--- src/source/l1_cache_pkg.sv ---
// Geometry is fixed at four ways of sixteen sets with 64-bit lines, and line addresses carry no byte offset
package l1_cache_pkg;

	// Cache geometry
	localparam int num_ways = 4;
	localparam int num_sets = 16;
	localparam int way_width = 2;
	localparam int set_width = 4;

	// A line address is the set in the low bits with the tag above it
	localparam int line_addr_width = 13;
	localparam int tag_width = line_addr_width - set_width;
	localparam int line_width = 64;
	localparam int counter_width = 16;

	typedef logic [line_width - 1:0] line_t;
	typedef logic [line_addr_width - 1:0] line_addr_t;
	typedef logic [set_width - 1:0] set_t;
	typedef logic [tag_width - 1:0] tag_t;
	typedef logic [way_width - 1:0] way_t;

	// Event counters simply wrap around when they overflow
	typedef logic [counter_width - 1:0] counter_t;

	// One tag memory word, with the valid bit above the tag
	typedef struct packed
	{
		logic valid;
		tag_t tag;
	} tag_entry_t;

	// Set index field of a line address
	function automatic set_t addr_set(line_addr_t addr);
		return addr[set_width - 1:0];
	endfunction

	// Tag field of a line address
	function automatic tag_t addr_tag(line_addr_t addr);
		return addr[line_addr_width - 1:set_width];
	endfunction

endpackage
--- src/source/l1_request_stage.sv ---
// Fill writes are decoded combinationally and an access is taken only while ready_i is high
`timescale 1ns/1ps

module l1_request_stage
	(input                                     clk,
	input                                      reset,

	// Client request
	input                                      access_i,
	input l1_cache_pkg::line_addr_t            addr_i,
	input                                      ready_i,

	// Refill write from the next level
	input                                      fill_valid_i,
	input l1_cache_pkg::line_addr_t            fill_addr_i,
	input l1_cache_pkg::way_t                  fill_way_i,
	input l1_cache_pkg::line_t                 fill_data_i,

	// Read side, shared by every way
	output logic                               rd_en_o,
	output l1_cache_pkg::set_t                 rd_set_o,
	output l1_cache_pkg::tag_t                 cmp_tag_o,

	// Write side, one enable per way
	output logic [l1_cache_pkg::num_ways - 1:0] wr_en_o,
	output l1_cache_pkg::set_t                 wr_set_o,
	output l1_cache_pkg::tag_t                 wr_tag_o,
	output l1_cache_pkg::line_t                wr_data_o,

	// Latched request for the response cycle
	output logic                               req_valid_o,
	output l1_cache_pkg::line_addr_t           req_addr_o);

	logic req_valid_q;
	l1_cache_pkg::line_addr_t req_addr_q;

	// The memories are read only for an accepted access
	assign rd_en_o = access_i && ready_i;
	assign rd_set_o = l1_cache_pkg::addr_set(addr_i);

	always_ff @(posedge clk, posedge reset)
	begin
		if (reset)
			req_valid_q <= 1'b0;
		else
			req_valid_q <= rd_en_o;
	end

	// The address moves only when an access is taken
	always_ff @(posedge clk)
	begin
		if (rd_en_o)
			req_addr_q <= addr_i;
	end

	assign req_valid_o = req_valid_q;
	assign req_addr_o = req_addr_q;

	// The compare tag lines up with the registered memory output
	assign cmp_tag_o = l1_cache_pkg::addr_tag(req_addr_q);

	// The fill way turns into a one-hot write enable in the same cycle
	always_comb
	begin
		wr_en_o = '0;
		if (fill_valid_i)
			wr_en_o[fill_way_i] = 1'b1;
	end

	assign wr_set_o = l1_cache_pkg::addr_set(fill_addr_i);
	assign wr_tag_o = l1_cache_pkg::addr_tag(fill_addr_i);
	assign wr_data_o = fill_data_i;

	// A fill must name a known way
	assert property (@(posedge clk) disable iff (reset) fill_valid_i |-> !$isunknown(fill_way_i));

	// An accepted access must carry a known address
	assert property (@(posedge clk) disable iff (reset) rd_en_o |-> !$isunknown(addr_i));

endmodule

--- config.mk ---
export PLATFORM = sky130hd
export DESIGN_NAME = l1_request_stage
export DESIGN_NICKNAME = d
export VERILOG_FILES = /design/src/source/l1_cache_pkg.sv /design/src/source/l1_request_stage.sv
export SDC_FILE = /design/constraint.sdc
export NUM_CORES = 1
export LEC_CHECK = 0
export BUFFER_PORTS_ARGS = -buffer_cell sky130_fd_sc_hd__clkbuf_2
export CAP_MARGIN = 20
export CORE_AREA = 4 4 79 81
export CTS_CLUSTER_DIAMETER = 60
export DETAILED_ROUTE_END_ITERATION = 12
export DIE_AREA = 0 0 83 85
export PLACE_DENSITY = 0.65
export SETUP_SLACK_MARGIN = 0.2
export SLEW_MARGIN = 10
export SYNTH_ARGS = -nofsm -noshare
export SYNTH_HDL_FRONTEND = slang
export SYNTH_SLANG_ARGS = --single-unit
--- constraint.sdc ---
create_clock -name clk -period 0.8 [get_ports clk]
set_clock_uncertainty 0.1 [all_clocks]
set_input_delay 0.16 -clock clk [delete_from_list [all_inputs] [get_ports clk]]
set_output_delay 0.16 -clock clk [all_outputs]
set_load 0.02 [all_outputs]
Word-level counts from Yosys, hierarchy flattened:

Cells that the tools add are included.

* add/sub/neg operators: 0
* multiply operators: 0
* divide/modulo/power cells: 0
* $lt $le $gt $ge: 2
* eq/ne operators: 0
* shift-type cells: 0
* muxes and demuxes: 3
* bitwise operators: 0
* reductions and logical operators: 2

Operators with widths (count)
* $mux 4: 1
* $lt 2x3->1 const B: 1
* $demux 1 s2: 1
* $ge 2x1->1 const B: 1
* $logic_and 1x1->1: 2
* $mux 1: 1

* register bits: 14
* bits in latches: 0
* memory bits (writable): 0
* memory bits (read-only): 0
* input bits: 97
* output and inout bits: 109
* logic and storage cells: 9
* memories: 0

Longest topological paths before layout:

Gate-level depths: netlist (run 1).

* depth in word-level cells: 5
* mapped depth: 1
* mapped depth without buffers: 1

Worst setup path after synthesis (run 1):

OpenSTA, ideal clock, no wires.

* path kind: input port to flip-flop
* start: in access_i
* end: reg req_addr_q[0], in the netlist req_addr_o[0] (enable)
* setup time: 0.378 ns
* arrival: 0.678 ns
* data required time: 0.322 ns
* path slack: -0.356 ns
* cell stages on the path: 1
* path buffers: 0
* path through: and2_1

* cells in the longest elaborated chain, start to end: 1

Ends and longest elaborated chain
* from (decl): line l1_request_stage.sv:9 `input access_i,`
* $logic_and 1x1->1: line l1_request_stage.sv:38 `assign rd_en_o = access_i && ready_i;`
* to (signal assigned): line l1_request_stage.sv:53 `req_addr_q <= addr_i;`
* to (decl): line l1_request_stage.sv:35 `l1_cache_pkg::line_addr_t req_addr_q;`

No other way between the ends.
A chain may end at the register's enable or synchronous reset.

Final worst setup path (run 1):

* start: reg req_addr_q[4], in the netlist req_addr_o[4]
* end: out cmp_tag_o[0]

RTL lines
* to (decl): line l1_request_stage.sv:22 `output l1_cache_pkg::tag_t cmp_tag_o,`

No word-level cell between the ends.

==> key figures, run 1 <==
Clock tree
  – Clock sinks: 14
  – Hold_buf cts: 1
  – CTS Buffer Depth: 2
  – CTS tree: done
  – Clk slew on worst S/H paths: 0.06 ns
  – CTS H-Tree Depth: 1
  – Root Driver: clkbuf_8
  – Cts bufs inserted: 3

Pwr
  – Power Density: 1590 nW/um2
  – Power share of the clock group: 28.5%
  – Sw Pwr: 488 uW
  – Power Total: 1.99 mW
  – Flop pwr share: 45.2%
  – Net Sw Frac: 24.6%
  – Comb pwr share: 26.3%
  – Power Internal: 1.50 mW
  – Static Leak: 0.537 nW
  – Peak supply drop: 0.000845 V

STA
  – Period Utilization, post-route: 141%
  – Worst slew pin tran: 0.187 ns
  – Max-slew violations: 0
  – Final Hold Vio Count: 6
  – Tmin final: 1.13 ns
  – Peak Freq: 887 MHz
  – Final setup violation count: 28
  – RSZ-0062 raised after global routing: yes
  – Hold_ws: -0.00574 ns
  – Rel. slew slack: 87.5%
  – Setup TNS: -6.63 ns
  – Fin worst setup slack: -0.328 ns

Min path
  – Hold Crit Class: input port to flip-flop

Final layout
  – # nets final: 179
  – Ratio of cells with drive above 1 in the final layout: 79.0%
  – Most frequent cells in the layout: buf_6 (25), buf_8 (13), edfxtp_1 (13)
  – Final Non-Filler Cells: 153
  – Area growth syn-to-layout: 9.78%
  – Most common cell after layout, fill and taps aside: buf_6
  – Antenna Cells: 0

Floorplanning
  – Core area: 5470 um2
  – IO Count: 206
  – Starting density of the core: 20.8%
  – Row count: 27
  – Die Footprint: 7060 um2
  – Width of the die: 83 um
  – Die H: 85 um

Route
  – Final WL: 2370 um
  – Vias post-DR: 526
  – Initial DRT Pass Iterations: 2
  – Iteration-0 DRC Markers: 3
  – DRC Markers: 0
  – Average wire per standard cell: 15.5 um
  – Routed Antenna Nets: 0
  – Vias/cell: 3.44

Yosys
  – Post-synthesis xor/xnor area fraction: 0%
  – Syn avg cell area: 10.4 um2
  – Syn Inst Count: 110
  – Synth Cell Area: 1140 um2
  – Syn nets: 207
  – Mux contribution to synthesized area: 0%
  – Netlist cell types: 8
  – Ys Warns: 0
  – Compound-Gate Fraction of Synth Area: 0%
  – Synth Area in Simple Gates: 3.85%
  – #FFs+latches synth: 14
  – Post-Synth Adder-Cell Area: 0%
  – Largest family of logic cells by synthesized area: buffers and inverters
  – Sequential area share after synthesis: 36.5%

Setup path
  – CP Max Fanout: 2
  – Critical-path cell list: buf_6
  – CP bufs+invs: 1
  – CP startpoint kind: flip-flop
  – Kind of end point of the critical path: primary output
  – Crit path kind: flip-flop to primary output
  – WP data required: 0.54 ns
  – Crit path DAT: 0.87 ns
  – CP delay by family, top: flip-flops
  – Worst path slowest cell: edfxtp_1
  – Critical path's largest stage delay: 0.46 ns

Placement
  – Setup WS pre-CTS: -0.165 ns
  – Number of port buffers: 51
  – Dpl cells: 143
  – Placer Congestion: 0.634

Global route
  – First-pass GRT wire length: 3080 um
  – Vias in the first global route: 562
  – Global route overflow: 0
  – Initial antenna violation count: 0
  – Largest net degree at the start of global routing: 9
  – Gr usage total: 5.65%

Status
  – Failing checks: hold timing, setup timing
  – Status: complete, but fails checks

Job
  – Max-cap violations: 0
[routing by layer]
layer  track usage [%]  vias to the layer above  share of wire (%)  wire length (um)
li1                  -                      198                  -                 -
met1              4.69                      234                 26               615
met2              7.51                       76                 49              1160
met3              5.34                       18                 19               444
met4              5.94                        0                6.3               149
met5                 0                        -                  0                 0
[worst paths after layout]
path,from,end,cells after the start
max in group asynchronous,reset,req_valid_o$_DFF_PP0_,3
min in group asynchronous,reset,req_valid_o$_DFF_PP0_,3
setup / recovery,req_addr_o[4]$_DFFE_PP_,cmp_tag_o[0],1
hold / removal,addr_i[9],req_addr_o[9]$_DFFE_PP_,1
[registers in the layout, indices dropped and copies added (netlist names)]
name	count
req_addr_o	13
req_valid_o	1
[final cells by class]
cell class	count	area, um2
Clock buffer	3	41.3
Clock inverter	1	3.75
Fill cell	577	4220
Inverter	1	3.75
Multi-Input combinational cell	5	58.8
Sequential cell	14	415
Tap cell	72	90.1
Timing Repair Buffer	57	637
[power groups by stage]
stage	Clock [mW]	Combinational [mW]	Sequential, mW
final	0.567	0.522	0.896
after global routing	0.619	0.542	0.904
after CTS	0.592	0.393	0.883
after detailed placement	0	0.310	0.898
after global placement	0	0.308	0.897
after floorplan	0	0.731	0.955
[synth_stat cells (all sizes together)]
master	count	area share, %
and3	1	0.66
dfrtp	1	2.2
and3b	2	1.5
and2	1	0.55
edfxtp	13	34
nor3b	1	1.1
buf	90	59
inv	1	0.33
[cell families (layout without fill, tap and decap cells)]
| logic type | count (synthesis) | after routing |
|---|---|---|
| buffers and inverters | 91 | 62 |
| DFF | 14 | 14 |
| and+or+nand+nor | 5 | 5 |
[through the flow]
step / utilization [%] / cell area (um2)
floorplan: - / 1190
CTS: 19.0 / 1040
detailed placement: 15.0 / 823
finish: 22.8 / 1250
global route: 22.8 / 1250
global placement: 15.0 / 823
[repair_timing]
item | CTS | global route
setup buffers | 2 | 2
endpoints found under the setup margin | 45 | 45
resized for setup | 25 | 90
cloned | 1 | 0
pin swaps | 2 | 4
hold endpoints to repair | 9 | 8
Note: power is estimated with default switching activity, not from simulation.
==> run 2: changes to the inputs <==
- CTS_BUF_LIST: default -> sky130_fd_sc_hd__clkbuf_2
==> run 2 against run 1 <==
  * Largest power group unchanged
  * Global-route usage about the same
  * Combinational power is 0.8% higher
  * Total power is 12% lower
  * Highest routed layer unchanged
  * The flow still finishes with violations (hold timing, setup timing)
  * Largest cell class unchanged
  * Non-clock buffer count rose by 1
==> key figures, run 2 (same netlist as run 1, synthesis figures left out) <==
Pwr
  – Static Leak: 0.532 nW (was 0.537 nW)
  – Flop pwr share: 51.4% (was 45.2%)
  – Power Internal: 1.27 mW (was 1.50 mW)
  – Peak supply drop: 0.000731 V (was 0.000845 V)
  – Net Sw Frac: 27.1% (was 24.6%)
  – Comb pwr share: 30.3% (was 26.3%)
  – Power Density: 1410 nW/um2 (was 1590 nW/um2)
  – Power share of the clock group: 18.3% (was 28.5%)
  – Power Total: 1.74 mW (was 1.99 mW)
  – Sw Pwr: 472 uW (was 488 uW)

Setup path
  – CP startpoint kind: flip-flop (unchanged)
  – CP bufs+invs: 1 (unchanged)
  – Crit path kind: flip-flop to primary output (unchanged)
  – Kind of end point of the critical path: primary output (unchanged)
  – Critical path's largest stage delay: 0.48 ns (was 0.46 ns)
  – WP data required: 0.54 ns (about the same)
  – CP Max Fanout: 2 (unchanged)
  – CP delay by family, top: flip-flops (unchanged)
  – Crit path DAT: 0.91 ns (was 0.87 ns)
  – Critical-path cell list: buf_6 (unchanged)
  – Crit path depth: 1 (unchanged)
  – Worst path slowest cell: edfxtp_1 (unchanged)

Global route
  – Global route overflow: 0 (unchanged)
  – Initial antenna violation count: 0 (unchanged)
  – Gr usage total: 5.63% (was 5.65%)
  – Largest net degree at the start of global routing: 9 (unchanged)
  – First-pass GRT wire length: 3060 um (was 3080 um)
  – Vias in the first global route: 567 (was 562)

Final layout
  – Most frequent cells in the layout: buf_6 (25), clkbuf_2 (13), buf_8 (13), edfxtp_1 (13), buf_4 (3) (was buf_6 (25), buf_8 (13), edfxtp_1 (13))
  – Area growth syn-to-layout: 8.13% (was 9.78%)
  – Ratio of cells with drive above 1 in the final layout: 79.3% (was 79.0%)
  – Largest register FFs: 13 (unchanged)
  – Fill cells: 583 (was 577)
  – # nets final: 180 (was 179)
  – Antenna Cells: 0 (unchanged)
  – Fin area: 1230 um2 (was 1250 um2)
  – Most common cell after layout, fill and taps aside: buf_6 (unchanged)

Clock tree
  – Cts bufs inserted: 3 (unchanged)
  – Clock sinks: 14 (unchanged)
  – CTS Buffer Depth: 2 (unchanged)
  – Hold_buf cts: 1 (unchanged)
  – Root Driver: clkbuf_2 (was clkbuf_8)
  – CTS H-Tree Depth: 1 (unchanged)
  – CTS tree: done (unchanged)
  – Clk slew on worst S/H paths: 0.13 ns (was 0.06 ns)

STA
  – Rel. slew slack: 87.5% (about the same)
  – Hold_ws: -0.0397 ns (was -0.00574 ns)
  – Fin worst setup slack: -0.372 ns (was -0.328 ns)
  – Period Utilization, post-route: 147% (was 141%)
  – Final Hold Vio Count: 11 (was 6)
  – Worst slew pin tran: 0.187 ns (about the same)
  – RSZ-0062 raised after global routing: yes (unchanged)
  – Max-slew violations: 0 (unchanged)
  – Peak Freq: 853 MHz (was 887 MHz)
  – Tmin final: 1.17 ns (was 1.13 ns)
  – Final setup violation count: 28 (unchanged)
  – Setup TNS: -7.74 ns (was -6.63 ns)

Placement
  – Area post-placement: 823 um2 (unchanged)
  – Number of port buffers: 51 (unchanged)
  – Placer Congestion: 0.634 (unchanged)
  – Setup WS pre-CTS: -0.165 ns (unchanged)

Floorplanning
  – Starting density of the core: 20.8% (unchanged)
  – Row count: 27 (unchanged)
  – Width of the die: 83 um (unchanged)
  – Core area: 5470 um2 (unchanged)
  – IO Count: 206 (unchanged)
  – Die H: 85 um (unchanged)
  – Die Footprint: 7060 um2 (unchanged)

Status
  – Failing checks: hold timing, setup timing (unchanged)
  – Status: complete, but fails checks (unchanged)

Route
  – Vias/cell: 3.47 (was 3.44)
  – Vias post-DR: 534 (was 526)
  – Average wire per standard cell: 15.6 um (was 15.5 um)
  – Routed Antenna Nets: 0 (unchanged)
  – Final WL: 2400 um (was 2370 um)
  – Iteration-0 DRC Markers: 7 (was 3)
  – Initial DRT Pass Iterations: 2 (unchanged)
  – DRC Markers: 0 (unchanged)

Job
  – Max-cap violations: 0 (unchanged)

Min path
  – Hold Crit Class: input port to flip-flop (unchanged)
  – Hold depth: 1 (unchanged)
run 2: metal layers:
metal / GRT usage (%) / part of all wire [%]
met5: 0 / 0
met4: 5.94 / 6.2
met3: 5.34 / 19
met2: 7.43 / 49
met1: 4.69 / 26
run 2: metrics by stage:
step           utilization, %  instances
2_1_floorplan               -        110
3_3_place_gp             15.0        143
3_5_place_dp             15.0        143
4_1_cts                  18.5        151
5_1_grt                  22.5        154
6_report                 22.5        154
run 2: final cells by class:
| class | count | area, um2 | area share (%) |
|---|---|---|---|
| Tap cell | 72 | 90.1 | 7.32 |
| Clock buffer | 3 | 15.0 | 1.22 |
| Sequential cell | 14 | 415 | 33.7 |
| Clock inverter | 1 | 3.75 | 0.305 |
| Multi-Input combinational cell | 5 | 58.8 | 4.78 |
| Inverter | 1 | 3.75 | 0.305 |
| Timing Repair Buffer | 58 | 644 | 52.3 |
run 2: power groups by stage:
| stage | clock network [mW] | logic [mW] | registers [mW] |
|---|---|---|---|
| global route | 0.367 | 0.547 | 0.902 |
| finish | 0.319 | 0.526 | 0.894 |
| detailed placement | 0 | 0.310 | 0.898 |
| CTS | 0.337 | 0.393 | 0.881 |
| floorplan | 0 | 0.731 | 0.955 |
| global placement | 0 | 0.308 | 0.897 |
run 2: final timing paths:
check                                   startpoint                 endpoint  slack [ns]
worst max-delay path       req_addr_o[4]$_DFFE_PP_             cmp_tag_o[0]       -0.37
worst min-delay path                     addr_i[9]  req_addr_o[9]$_DFFE_PP_       -0.04
max in group asynchronous                    reset    req_valid_o$_DFF_PP0_        0.36
min in group asynchronous                    reset    req_valid_o$_DFF_PP0_        0.15
run 2: timing repair:
item	CTS	global route
setup buffers	2	3
cloned	1	0
pin swaps	2	4
gates resized for setup	25	91
hold endpoints to repair	13	11
endpoints found under the setup margin	45	45
==> run 3: changes to the inputs <==
- SKIP_CTS_REPAIR_TIMING: default -> 1
==> run 3 against run 2 <==
  * The run still ends with hold timing, setup timing left
  * Global-route usage is 0.32 points lower
  * Count of clock-buffer cells in the layout stayed put
  * Combinational power shrank 3%
  * Clock power is 2% higher
  * Setup slack worse by 0.0024 ns
  * Sequential share of layout area increased by 0.42 points
  * Hold slack about the same
  * Sequential power is essentially flat
  * Final area shrank 1.2%
  * Critical endpoint unchanged
  * Largest power group unchanged
==> key figures, run 3 (same netlist as run 1, synthesis figures left out) <==
Setup path
  – Crit path DAT: 0.91 ns (about the same)
  – Kind of end point of the critical path: primary output (unchanged)
  – CP bufs+invs: 1 (unchanged)
  – CP startpoint kind: flip-flop (unchanged)
  – CP delay by family, top: flip-flops (unchanged)
  – Worst path slowest cell: edfxtp_1 (unchanged)
  – WP data required: 0.54 ns (about the same)
  – CP Max Fanout: 2 (unchanged)
  – Critical path's largest stage delay: 0.48 ns (about the same)
  – Crit path kind: flip-flop to primary output (unchanged)
  – Critical-path cell list: buf_6 (unchanged)

Final layout
  – Antenna Cells: 0 (unchanged)
  – # nets final: 185 (was 180)
  – Ratio of cells with drive above 1 in the final layout: 80.5% (was 79.3%)
  – Largest register FFs: 13 (unchanged)
  – Most frequent cells in the layout: buf_6 (43), clkbuf_2 (13), edfxtp_1 (13) (was buf_6 (25), clkbuf_2 (13), buf_8 (13), edfxtp_1 (13), buf_4 (3))
  – Area growth syn-to-layout: 6.81% (was 8.13%)
  – Most common cell after layout, fill and taps aside: buf_6 (unchanged)
  – Fill cells: 587 (was 583)
  – Final Non-Filler Cells: 159 (was 154)

Route
  – Routed Antenna Nets: 0 (unchanged)
  – Final WL: 2340 um (was 2400 um)
  – Vias post-DR: 550 (was 534)
  – Iteration-0 DRC Markers: 12 (was 7)
  – Initial DRT Pass Iterations: 4 (was 2)
  – Average wire per standard cell: 14.7 um (was 15.6 um)
  – DRC Markers: 0 (unchanged)
  – Vias/cell: 3.46 (was 3.47)

Pwr
  – Power Density: 1420 nW/um2 (was 1410 nW/um2)
  – Power Internal: 1.26 mW (was 1.27 mW)
  – Static Leak: 0.539 nW (was 0.532 nW)
  – Power share of the clock group: 18.7% (was 18.3%)
  – Peak supply drop: 0.000723 V (was 0.000731 V)
  – Flop pwr share: 51.7% (was 51.4%)
  – Comb pwr share: 29.6% (was 30.3%)
  – Net Sw Frac: 27.3% (was 27.1%)
  – Sw Pwr: 472 uW (about the same)
  – Power Total: 1.73 mW (was 1.74 mW)

Floorplanning
  – Die Footprint: 7060 um2 (unchanged)
  – Die H: 85 um (unchanged)
  – Width of the die: 83 um (unchanged)
  – Row count: 27 (unchanged)
  – Starting density of the core: 20.8% (unchanged)
  – IO Count: 206 (unchanged)
  – Core area: 5470 um2 (unchanged)

Clock tree
  – CTS H-Tree Depth: 1 (unchanged)
  – Root Driver: clkbuf_2 (unchanged)
  – Clk slew on worst S/H paths: 0.14 ns (was 0.13 ns)
  – CTS tree: done (unchanged)
  – Clock sinks: 14 (unchanged)
  – Cts bufs inserted: 3 (unchanged)
  – CTS Buffer Depth: 2 (unchanged)

Status
  – Status: complete, but fails checks (unchanged)
  – Failing checks: hold timing, setup timing (unchanged)

Min path
  – Hold Crit Class: input port to flip-flop (unchanged)

Global route
  – Global route overflow: 0 (unchanged)
  – Vias in the first global route: 550 (was 567)
  – Largest net degree at the start of global routing: 16 (was 9)
  – Gr usage total: 5.30% (was 5.63%)
  – First-pass GRT wire length: 2870 um (was 3060 um)
  – Initial antenna violation count: 0 (unchanged)

Job
  – Max-cap violations: 0 (unchanged)

STA
  – Rel. slew slack: 87.5% (about the same)
  – Final Hold Vio Count: 12 (was 11)
  – Worst slew pin tran: 0.188 ns (was 0.187 ns)
  – Period Utilization, post-route: 147% (about the same)
  – Hold_ws: -0.0401 ns (was -0.0397 ns)
  – Peak Freq: 851 MHz (was 853 MHz)
  – Final setup violation count: 28 (unchanged)
  – RSZ-0062 raised after global routing: yes (unchanged)
  – Tmin final: 1.17 ns (about the same)
  – Fin worst setup slack: -0.374 ns (was -0.372 ns)
  – Max-slew violations: 0 (unchanged)

Placement
  – Placer Congestion: 0.634 (unchanged)
  – Number of port buffers: 51 (unchanged)
  – Dpl cells: 143 (unchanged)
-- run 3: cell types whose count changed in the layout (fill, tap and decap cells not counted) --
cell / before / now
buf_8: 13 / 3
buf_6: 25 / 43
clkbuf_8: 2 / 0
buf_12: 1 / 0
buf_16: 1 / 0
buf_4: 3 / 4
-- run 3: layer usage --
layer	track usage (%)	vias up	wire length (um)
met2	6.85	76	1110
met5	0	-	0
met3	5.05	18	448
li1	-	210	-
met1	4.40	246	639
met4	5.94	0	149
-- run 3: final timing paths --
check | end | from | cells past startpoint | slack, ns
min | req_addr_o[0]$_DFFE_PP_ | addr_i[0] | 1 | -0.04
min in group asynchronous | req_valid_o$_DFF_PP0_ | reset | 3 | 0.15
max | cmp_tag_o[0] | req_addr_o[4]$_DFFE_PP_ | 1 | -0.37
max in group asynchronous | req_valid_o$_DFF_PP0_ | reset | 3 | 0.36
-- run 3: power by group through the flow --
stage               clock (mW)  sequential, mW  combinational [mW]
floorplan                    0           0.955               0.731
global route             0.375           0.902               0.535
finish                   0.324           0.894               0.512
CTS                      0.337           0.881               0.311
detailed placement           0           0.898               0.310
global placement             0           0.897               0.308
-- run 3: final cells by class --
class                      instances  area (um2)  share of cell area [%]
clock inverter                     1        3.75                   0.309
timing repair buffer              63         629                    51.7
multi-input combinational          5        58.8                    4.84
clock buffer                       3        15.0                    1.23
inverter                           1        3.75                   0.309
tap                               72        90.1                    7.41
sequential                        14         415                    34.2
-- run 3: stage by stage --
step	util, %	hold slack, ns	TNS, ns	worst slack (ns)	area [um2]
global route	22.2	-0.0762	-9.17	-0.433	1220
floorplan	-	-0.211	-1.37	-0.117	1190
finish	22.2	-0.0401	-7.68	-0.374	1220
global placement	15.0	-0.117	-2.44	-0.153	823
CTS	15.4	-0.429	-8.48	-0.399	842
detailed placement	15.0	-0.117	-2.68	-0.165	823
